[src/cpu_pkg.sv]
package cpu_pkg;

   localparam int NUM_REGS = 16;

   typedef logic [31:0] word_t;      // Data and instruction word
   typedef logic [15:0] addr_t;      // Word address
   typedef logic [3:0]  reg_idx_t;

   typedef enum logic [3:0] {
      OP_ADD  = 4'h0,
      OP_SUB  = 4'h1,
      OP_AND  = 4'h2,
      OP_OR   = 4'h3,
      OP_ADDI = 4'h4,
      OP_MUL  = 4'h5,
      OP_SW   = 4'h6,
      OP_HALT = 4'h7
   } opcode_t;

   // Field layout of a fetched word, opcode in the top nibble
   typedef struct packed {
      opcode_t     opcode;
      reg_idx_t    rd;
      reg_idx_t    rs1;
      reg_idx_t    rs2;
      logic [15:0] imm;
   } instr_t;

   typedef struct packed {
      logic     valid;
      opcode_t  op;
      reg_idx_t rd;
      word_t    a;
      word_t    b;              // Already muxed, immediate for ADDI
   } issue_t;

   typedef struct packed {
      logic     valid;
      reg_idx_t rd;
      word_t    data;
   } wb_t;

   typedef struct packed {
      logic  rw;                // High for a write
      addr_t addr;
      word_t wdata;
   } mem_req_t;

endpackage
[src/cpu.sv]
module cpu #(
   parameter int MUL_STAGES = 3
) (
   input  logic           clk,
   input  logic           rst,
   output logic           mem_enable,
   output logic           mem_rw,
   output cpu_pkg::addr_t mem_addr,
   output cpu_pkg::word_t mem_wdata,
   input  cpu_pkg::word_t mem_rdata,
   input  logic           mem_ack,
   output logic           halted
);

   logic              instr_valid;
   logic              instr_take;
   cpu_pkg::instr_t   instr;
   logic              if_valid;
   cpu_pkg::mem_req_t if_req;
   logic              if_done;
   cpu_pkg::word_t    if_rdata;
   cpu_pkg::reg_idx_t rs1_idx;
   cpu_pkg::reg_idx_t rs2_idx;
   cpu_pkg::word_t    rs1_data;
   cpu_pkg::word_t    rs2_data;
   cpu_pkg::issue_t   alu_issue;
   cpu_pkg::issue_t   mul_issue;
   cpu_pkg::wb_t      alu_wb;
   cpu_pkg::wb_t      mul_wb;
   cpu_pkg::wb_t      reg_wb;
   logic              st_valid;
   cpu_pkg::mem_req_t st_req;
   logic              st_done;

   fetch u_fetch (
      .clk(clk), .rst(rst), .halt(halted),
      .instr_take(instr_take), .instr_valid(instr_valid), .instr(instr),
      .req_valid(if_valid), .req(if_req), .req_done(if_done), .rdata(if_rdata)
   );

   decode #(.MUL_STAGES(MUL_STAGES)) u_decode (
      .clk(clk), .rst(rst),
      .instr_valid(instr_valid), .instr(instr), .instr_take(instr_take),
      .rs1_idx(rs1_idx), .rs2_idx(rs2_idx), .rs1_data(rs1_data), .rs2_data(rs2_data),
      .alu_issue(alu_issue), .mul_issue(mul_issue), .alu_wb(alu_wb), .mul_wb(mul_wb),
      .st_valid(st_valid), .st_req(st_req), .st_done(st_done), .halt(halted)
   );

   regfile u_regfile (
      .clk(clk), .rst(rst), .rs1_idx(rs1_idx), .rs2_idx(rs2_idx),
      .rs1_data(rs1_data), .rs2_data(rs2_data), .wb(reg_wb)
   );

   exec u_exec (.clk(clk), .rst(rst), .issue(alu_issue), .wb(alu_wb));

   mul_pipe #(.MUL_STAGES(MUL_STAGES)) u_mul_pipe (
      .clk(clk), .rst(rst), .issue(mul_issue), .wb(mul_wb)
   );

   mem_arbiter u_mem_arbiter (
      .clk(clk), .rst(rst),
      .if_valid(if_valid), .if_req(if_req), .if_done(if_done),
      .st_valid(st_valid), .st_req(st_req), .st_done(st_done), .rdata(if_rdata),
      .mem_enable(mem_enable), .mem_rw(mem_rw), .mem_addr(mem_addr),
      .mem_wdata(mem_wdata), .mem_rdata(mem_rdata), .mem_ack(mem_ack)
   );

   // Decode keeps the two writebacks apart, so a plain select is enough
   assign reg_wb.valid = alu_wb.valid | mul_wb.valid;
   assign reg_wb.rd    = alu_wb.valid ? alu_wb.rd : mul_wb.rd;
   assign reg_wb.data  = alu_wb.valid ? alu_wb.data : mul_wb.data;

endmodule

[src/mem_arbiter.sv]
module mem_arbiter (
   input  logic              clk,
   input  logic              rst,
   input  logic              if_valid,
   input  cpu_pkg::mem_req_t if_req,
   output logic              if_done,
   input  logic              st_valid,
   input  cpu_pkg::mem_req_t st_req,
   output logic              st_done,
   output cpu_pkg::word_t    rdata,
   output logic              mem_enable,
   output logic              mem_rw,
   output cpu_pkg::addr_t    mem_addr,
   output cpu_pkg::word_t    mem_wdata,
   input  cpu_pkg::word_t    mem_rdata,
   input  logic              mem_ack
);

   typedef enum logic [1:0] {A_IDLE, A_BUSY_FETCH, A_BUSY_STORE} arb_state_t;

   arb_state_t        state;
   cpu_pkg::mem_req_t cur;       // Request currently on the port

   always_ff @(posedge clk) begin
      if (rst) begin
         state <= A_IDLE;
      end else begin
         case (state)
            A_IDLE: begin
               if (st_valid) begin
                  state <= A_BUSY_STORE;   // Stores win
               end else if (if_valid) begin
                  state <= A_BUSY_FETCH;
               end
            end
            default: begin
               if (mem_ack) begin
                  state <= A_IDLE;
               end
            end
         endcase
      end
   end

   always_ff @(posedge clk) begin
      if (state == A_IDLE) begin
         cur <= st_valid ? st_req : if_req;
      end
   end

   assign mem_enable = (state != A_IDLE);
   assign mem_rw     = cur.rw;
   assign mem_addr   = cur.addr;
   assign mem_wdata  = cur.wdata;

   assign if_done = (state == A_BUSY_FETCH) && mem_ack;
   assign st_done = (state == A_BUSY_STORE) && mem_ack;
   assign rdata   = mem_rdata;   // Valid with the ack

endmodule

[src/mul_pipe.sv]
module mul_pipe #(
   parameter int MUL_STAGES = 3
) (
   input  logic            clk,
   input  logic            rst,
   input  cpu_pkg::issue_t issue,
   output cpu_pkg::wb_t    wb
);

   cpu_pkg::wb_t stage [MUL_STAGES];

   always_ff @(posedge clk) begin
      if (rst) begin
         for (int i = 0; i < MUL_STAGES; i++) begin
            stage[i].valid <= 1'b0;
         end
      end else begin
         stage[0].valid <= issue.valid && (issue.op == cpu_pkg::OP_MUL);
         for (int i = 1; i < MUL_STAGES; i++) begin
            stage[i].valid <= stage[i-1].valid;
         end
      end
      stage[0].rd   <= issue.rd;
      stage[0].data <= issue.a * issue.b;   // Low word of the product
      for (int i = 1; i < MUL_STAGES; i++) begin
         stage[i].rd   <= stage[i-1].rd;
         stage[i].data <= stage[i-1].data;
      end
   end

   assign wb = stage[MUL_STAGES-1];

endmodule

[src/exec.sv]
module exec (
   input  logic            clk,
   input  logic            rst,
   input  cpu_pkg::issue_t issue,
   output cpu_pkg::wb_t    wb
);

   cpu_pkg::word_t result;

   always_comb begin
      case (issue.op)
         cpu_pkg::OP_SUB: result = issue.a - issue.b;
         cpu_pkg::OP_AND: result = issue.a & issue.b;
         cpu_pkg::OP_OR:  result = issue.a | issue.b;
         default:         result = issue.a + issue.b;   // ADD and ADDI
      endcase
   end

   always_ff @(posedge clk) begin
      if (rst) begin
         wb.valid <= 1'b0;
      end else begin
         wb.valid <= issue.valid;
      end
      wb.rd   <= issue.rd;
      wb.data <= result;
   end

endmodule

[src/regfile.sv]
module regfile (
   input  logic              clk,
   input  logic              rst,
   input  cpu_pkg::reg_idx_t rs1_idx,
   input  cpu_pkg::reg_idx_t rs2_idx,
   output cpu_pkg::word_t    rs1_data,
   output cpu_pkg::word_t    rs2_data,
   input  cpu_pkg::wb_t      wb
);

   cpu_pkg::word_t regs [cpu_pkg::NUM_REGS];

   always_ff @(posedge clk) begin
      if (rst) begin
         for (int i = 0; i < cpu_pkg::NUM_REGS; i++) begin
            regs[i] <= '0;
         end
      end else if (wb.valid && wb.rd != '0) begin
         regs[wb.rd] <= wb.data;
      end
   end

   // r0 hardwired, then write-through
   assign rs1_data = (rs1_idx == '0) ? '0 :
                     (wb.valid && wb.rd == rs1_idx) ? wb.data : regs[rs1_idx];
   assign rs2_data = (rs2_idx == '0) ? '0 :
                     (wb.valid && wb.rd == rs2_idx) ? wb.data : regs[rs2_idx];

endmodule

[src/decode.sv]
module decode #(
   parameter int MUL_STAGES = 3
) (
   input  logic              clk,
   input  logic              rst,
   input  logic              instr_valid,
   input  cpu_pkg::instr_t   instr,
   output logic              instr_take,
   output cpu_pkg::reg_idx_t rs1_idx,
   output cpu_pkg::reg_idx_t rs2_idx,
   input  cpu_pkg::word_t    rs1_data,
   input  cpu_pkg::word_t    rs2_data,
   output cpu_pkg::issue_t   alu_issue,
   output cpu_pkg::issue_t   mul_issue,
   input  cpu_pkg::wb_t      alu_wb,
   input  cpu_pkg::wb_t      mul_wb,
   output logic              st_valid,
   output cpu_pkg::mem_req_t st_req,
   input  logic              st_done,
   output logic              halt
);

   localparam int SLOT_W = MUL_STAGES - 1;

   cpu_pkg::opcode_t             op;
   cpu_pkg::word_t               imm_ext;
   cpu_pkg::word_t               operand_b;
   cpu_pkg::word_t               st_addr;
   logic [cpu_pkg::NUM_REGS-1:0] busy;        // Scoreboard, one bit per register
   logic [cpu_pkg::NUM_REGS-1:0] wb_clear;
   logic [cpu_pkg::NUM_REGS-1:0] pending;
   logic [cpu_pkg::NUM_REGS-1:0] issue_set;
   logic [SLOT_W-1:0]            mul_slot;    // Bit k set when a MUL went out k+1 cycles ago
   logic is_alu, is_mul, is_store, is_halt;
   logic use_rs2, writes_rd;
   logic hazard;
   logic halt_seen;

   assign op      = instr.opcode;
   assign imm_ext = {{16{instr.imm[15]}}, instr.imm};
   assign rs1_idx = instr.rs1;
   assign rs2_idx = instr.rs2;

   assign is_mul    = (op == cpu_pkg::OP_MUL);
   assign is_store  = (op == cpu_pkg::OP_SW);
   assign is_halt   = (op == cpu_pkg::OP_HALT);
   assign is_alu    = op inside {cpu_pkg::OP_ADD, cpu_pkg::OP_SUB, cpu_pkg::OP_AND,
                                 cpu_pkg::OP_OR, cpu_pkg::OP_ADDI};
   assign use_rs2   = (is_alu && op != cpu_pkg::OP_ADDI) || is_mul || is_store;
   assign writes_rd = is_alu || is_mul;

   // A writeback seen this cycle is already readable through the regfile bypass
   always_comb begin
      wb_clear = '0;
      if (alu_wb.valid) begin
         wb_clear[alu_wb.rd] = 1'b1;
      end
      if (mul_wb.valid) begin
         wb_clear[mul_wb.rd] = 1'b1;
      end
   end

   assign pending = busy & ~wb_clear;

   assign hazard = (!is_halt && pending[instr.rs1])
                 || (use_rs2 && pending[instr.rs2])
                 || (writes_rd && pending[instr.rd])
                 || (is_alu && mul_slot[SLOT_W-1])       // Same writeback cycle as a MUL
                 || (is_store && st_valid && !st_done);

   assign instr_take = instr_valid && !halt_seen && !hazard;

   always_comb begin
      issue_set = '0;
      if (instr_take && writes_rd && instr.rd != '0) begin
         issue_set[instr.rd] = 1'b1;
      end
   end

   assign operand_b = (op == cpu_pkg::OP_ADDI) ? imm_ext : rs2_data;
   assign st_addr   = rs1_data + imm_ext;

   assign alu_issue = '{valid: instr_take && is_alu, op: op, rd: instr.rd,
                        a: rs1_data, b: operand_b};
   assign mul_issue = '{valid: instr_take && is_mul, op: op, rd: instr.rd,
                        a: rs1_data, b: operand_b};

   always_ff @(posedge clk) begin
      if (rst) begin
         busy      <= '0;
         mul_slot  <= '0;
         st_valid  <= 1'b0;
         halt_seen <= 1'b0;
      end else begin
         busy     <= pending | issue_set;
         mul_slot <= (mul_slot << 1) | SLOT_W'(mul_issue.valid);
         if (instr_take && is_store) begin
            st_valid <= 1'b1;
         end else if (st_done) begin
            st_valid <= 1'b0;
         end
         if (instr_take && is_halt) begin
            halt_seen <= 1'b1;
         end
      end
   end

   always_ff @(posedge clk) begin
      if (instr_take && is_store) begin
         st_req <= '{rw: 1'b1, addr: st_addr[15:0], wdata: rs2_data};
      end
   end

   // Drained once nothing is pending and the last store has been acked
   assign halt = halt_seen && (busy == '0) && !st_valid;

endmodule

[src/fetch.sv]
module fetch (
   input  logic              clk,
   input  logic              rst,
   input  logic              halt,
   input  logic              instr_take,
   output logic              instr_valid,
   output cpu_pkg::instr_t   instr,
   output logic              req_valid,
   output cpu_pkg::mem_req_t req,
   input  logic              req_done,
   input  cpu_pkg::word_t    rdata
);

   typedef enum logic [1:0] {F_REQUEST, F_WAITING, F_HOLDING} fetch_state_t;

   fetch_state_t   state;
   cpu_pkg::addr_t pc;
   logic           stopped;      // HALT already handed to decode

   always_ff @(posedge clk) begin
      if (rst) begin
         state   <= F_REQUEST;
         pc      <= '0;
         stopped <= 1'b0;
      end else begin
         case (state)
            F_REQUEST: begin
               if (!(halt || stopped)) begin
                  state <= F_WAITING;
               end
            end
            F_WAITING: begin
               if (req_done) begin
                  state <= F_HOLDING;
               end
            end
            F_HOLDING: begin
               if (instr_take) begin
                  pc    <= pc + 1'b1;
                  state <= F_REQUEST;
                  // Nothing past HALT gets read
                  if (instr.opcode == cpu_pkg::OP_HALT) begin
                     stopped <= 1'b1;
                  end
               end
            end
            default: state <= F_REQUEST;
         endcase
      end
   end

   always_ff @(posedge clk) begin
      if (state == F_WAITING && req_done) begin
         instr <= cpu_pkg::instr_t'(rdata);
      end
   end

   assign instr_valid = (state == F_HOLDING);
   assign req_valid   = (state == F_WAITING) || (state == F_REQUEST && !halt && !stopped);
   assign req         = '{rw: 1'b0, addr: pc, wdata: '0};   // Reads only

endmodule

[config.mk]
export PLATFORM = sky130hd
export DESIGN_NAME = cpu
export DESIGN_NICKNAME = d
export VERILOG_FILES = /design/src/cpu_pkg.sv /design/src/cpu.sv /design/src/mem_arbiter.sv /design/src/mul_pipe.sv /design/src/exec.sv /design/src/regfile.sv /design/src/decode.sv /design/src/fetch.sv
export SDC_FILE = /design/constraint.sdc
export NUM_CORES = 2
export LEC_CHECK = 0
export BUFFER_PORTS_ARGS = -buffer_cell sky130_fd_sc_hd__buf_2
export CAP_MARGIN = 0
export CORE_ASPECT_RATIO = 0.7
export CORE_MARGIN = 4
export CORE_UTILIZATION = 60
export CTS_CLUSTER_SIZE = 12
export DETAILED_ROUTE_END_ITERATION = 7
export PLACE_DENSITY = 0.76
export SYNTH_ARGS = -nofsm -noshare
export SYNTH_HDL_FRONTEND = slang
export SYNTH_SLANG_ARGS = --single-unit
[constraint.sdc]
create_clock -name clk -period 10.61 [get_ports clk]
set_input_delay 1.5915 -clock clk [delete_from_list [all_inputs] [get_ports clk]]
set_output_delay 1.5915 -clock clk [all_outputs]
set_load 0.005 [all_outputs]
==> flow_summary.json <==
{
  "drive_above_1_share": 0.1696,
  "gr-max-usage-layer": "met1",
  "nets": 5599,
  "hold_start": "u_mul_pipe.stage[0][26]",
  "finClkSkew_ps": 36.29,
  "coreArea_um2": 92270,
  "rows": 93,
  "cts_tree": "built",
  "ir_drop_mv": 0.6958,
  "yosysSeqAreaShare": 0.4121,
  "grtUsageMet1": 0.5793,
  "syn_avg_cell_area_um2": 11.57,
  "finalNonFillerCells": 6272,
  "grt_overflow": 0,
  "maxSlewHeadroom": 0.08993,
  "post_cts_resized": 0,
  "initial_core_util": 0.6068,
  "wl_per_cell_um": 31.90,
  "dr_total_vias": 42028,
  "crit_required_ps": 11180,
  "cts_sinks": 832,
  "nFillCells": 6774,
  "postSynthCellCount": 4841,
  "fin_ws_ps": 368.4,
  "hold_viol_final": 0,
  "synth_common_cells": "809 x nor2_1, 641 x edfxtp_1, 520 x inv_1",
  "antenna_found_initial": 10,
  "finalInstanceArea_um2": 61280,
  "ys_types": 92,
  "rrSetupSlack_ps": 370,
  "synth_most_common_cell": "nor2_1",
  "p_per_area_nw_per_um2": 310.4,
  "p_leak_nw": 25.15,
  "crit_family": "adder cells",
  "die_w_um": 373.1,
  "slowest_delay_ps": 880,
  "ctsHtreeMaxLevel": 3,
  "grt_pass1_vias": 40869,
  "ys_ff_latch": 832,
  "yosys_warnings": 0,
  "r2r-end": "u_mul_pipe.stage[0][31]",
  "wl_um": 200100,
  "remaining_drc_errors": 0,
  "r2r-start": "u_exec.wb[36]",
  "fin_setup_tns_ps": 0,
  "synth_enable_flop_cells": 641,
  "cts_setup_buffers": 0,
  "setup_violations": 0,
  "hp-class": "reg2reg",
  "cts-root-buf": "clkbuf_16",
  "slew_violations": 0,
  "area_growth_pct": 9.446,
  "crit_path_top_delay_cell": "mux2i_1",
  "hold_path_end": "u_mul_pipe.stage[1][26]",
  "portBuffers": 85,
  "track_usage": 0.4080,
  "grt_pass1_wl_um": 287700,
  "async_reset_ff_frac": 0,
  "numCtsBuffers": 84,
  "grt_setup_unrepaired": "false",
  "dpl-instance-area_um2": 58840,
  "yosys-top-cells-area": "edfxtp_1 34%, fa_1 15%, mux4_2 12%",
  "use_met3": 0.2309,
  "crit_arrival_ps": 10810,
  "final_util": 0.6641,
  "cap_violations": 0,
  "ctsHoldBuffers": 0,
  "synthFlopType": "edfxtp_1",
  "cts_max_path_buffers": 3,
  "ant_nets": 0,
  "drt_first_pass_iters": 8,
  "viasPerCell": 6.701,
  "status": "finished clean",
  "cp_max_fo": 14,
  "dr.first_iter.drc_count": 7364,
  "gp_congestion": 1.048,
  "path_buf_inv": 4,
  "dp_cells": 6130,
  "cp_common_cell": "fa_1",
  "crit_type": "reg2reg",
  "crit_path_end_kind": "flop",
  "io_pins": 86,
  "post-route-period-util": 0.9653,
  "die_y_um": 263.6,
  "met2_usage": 0.5245,
  "syn_area_um2": 55990,
  "grt_max_degree": 56,
  "clk_pin_slew_ps": 60,
  "hpwlAfterDp_um": 142300,
  "crit_cells": 28,
  "dp_slack_ps": 689.6,
  "worst_slew_pin_slew_ps": 1365,
  "r2r_cells": 28,
  "min_period_ps": 10240,
  "yosysTopAreaCell": "edfxtp_1",
  "die_area_um2": 98340,
  "critPathLaunchType": "flop",
  "hold_path_depth": 0,
  "clk-insertion-delay-late_ps": 690,
  "fmax_mhz": 97.64,
  "netlist.area_leader.share": 0.3438
}
-- state kept, by name (all words and copies together), names as in the netlist, named ones only --
signal                   flops
u_decode.st_req             48
u_mem_arbiter.mem_rw         1
u_exec.wb                   36
u_mem_arbiter.mem_wdata     32
u_decode.busy               16
u_decode.halt_seen           1
u_fetch.state                2
u_decode.st_valid            1
u_fetch.instr               32
u_fetch.stopped              1
u_decode.mul_slot            1
u_mem_arbiter.state          2
u_fetch.pc                  16
u_mul_pipe.stage           107
u_mem_arbiter.mem_addr      16
u_regfile.regs             512
-- layout make-up --
| type | count | area [µm²] | area share |
|---|---|---|---|
| clock buffers | 117 | 2287 | 0.03733 |
| diodes | 9 | 22.52 | 0.0003675 |
| multi-input cells | 3197 | 29800 | 0.4863 |
| well taps | 1235 | 1545 | 0.02522 |
| repair buffers | 338 | 2415 | 0.03941 |
| inverters | 528 | 1982 | 0.03234 |
| flip-flops and latches | 832 | 23100 | 0.3769 |
| clock inverters | 16 | 130.1 | 0.002124 |
-- worst max path at each step --
stage	start	endpoint	slack [ps]
floorplan	flop	u_mul_pipe.stage[0][31]	1150
global placement	u_exec.wb[36]	u_mul_pipe.stage[0][31]	770
detailed placement	u_exec.wb[36]	u_mul_pipe.stage[0][31]	690
CTS	u_exec.wb[36]	u_mul_pipe.stage[0][31]	630
global route	u_exec.wb[36]	u_mul_pipe.stage[0][31]	90
finish	u_exec.wb[36]	u_mul_pipe.stage[0][31]	370
-- stage by stage --
stage | hold WS (ps) | total power [mW]
CTS | 322.9 | 18.59
detailed placement | 312.1 | 15.64
global placement | 311.1 | 15.60
finish | 319.5 | 19.02
global route | 328.4 | 20.04
floorplan | 309.6 | 11.50
-- cell usage in the layout, fill, tap and decap left out, drive strengths merged, types with 128 or more instances in the layout --
cell | netlist | layout
inv | 521 | 527
nand2 | 361 | 361
dfxtp | 191 | 191
nor2 | 810 | 810
xnor2 | 128 | 128
fa | 410 | 410
edfxtp | 641 | 641
ha | 173 | 173
mux4 | 298 | 298
buf | 86 | 338
-- power by group --
part / switching, mW / internal [mW]
Sequential: 0.230 / 3.98
Clock: 1.27 / 1.50
Combinational: 7.18 / 4.87
Total: 8.68 / 10.3
-- layer usage --
layer / share of wire / up-vias / wire length (µm)
met5: 0.0012 / - / 241
met4: 0.040 / 16 / 7951
met3: 0.21 / 538 / 41070
met2: 0.39 / 4025 / 77040
met1: 0.37 / 20659 / 73800
li1: - / 16790 / -
-- cells by family (layout without fill, tap and decap cells) --
family          count (synthesis)  after routing  share of synthesized area
compound gates                462            462                    0.05462
fa+ha+maj                     590            590                     0.1865
flops                         832            832                     0.4121
buf+inv                       843            999                    0.06016
other cells                     1             41                 0.00006698
mux                           404            404                     0.1402
simple gates                 1537           1537                     0.1190
xor+xnor                      172            172                    0.02740
Power figures use the tool's default switching activity.
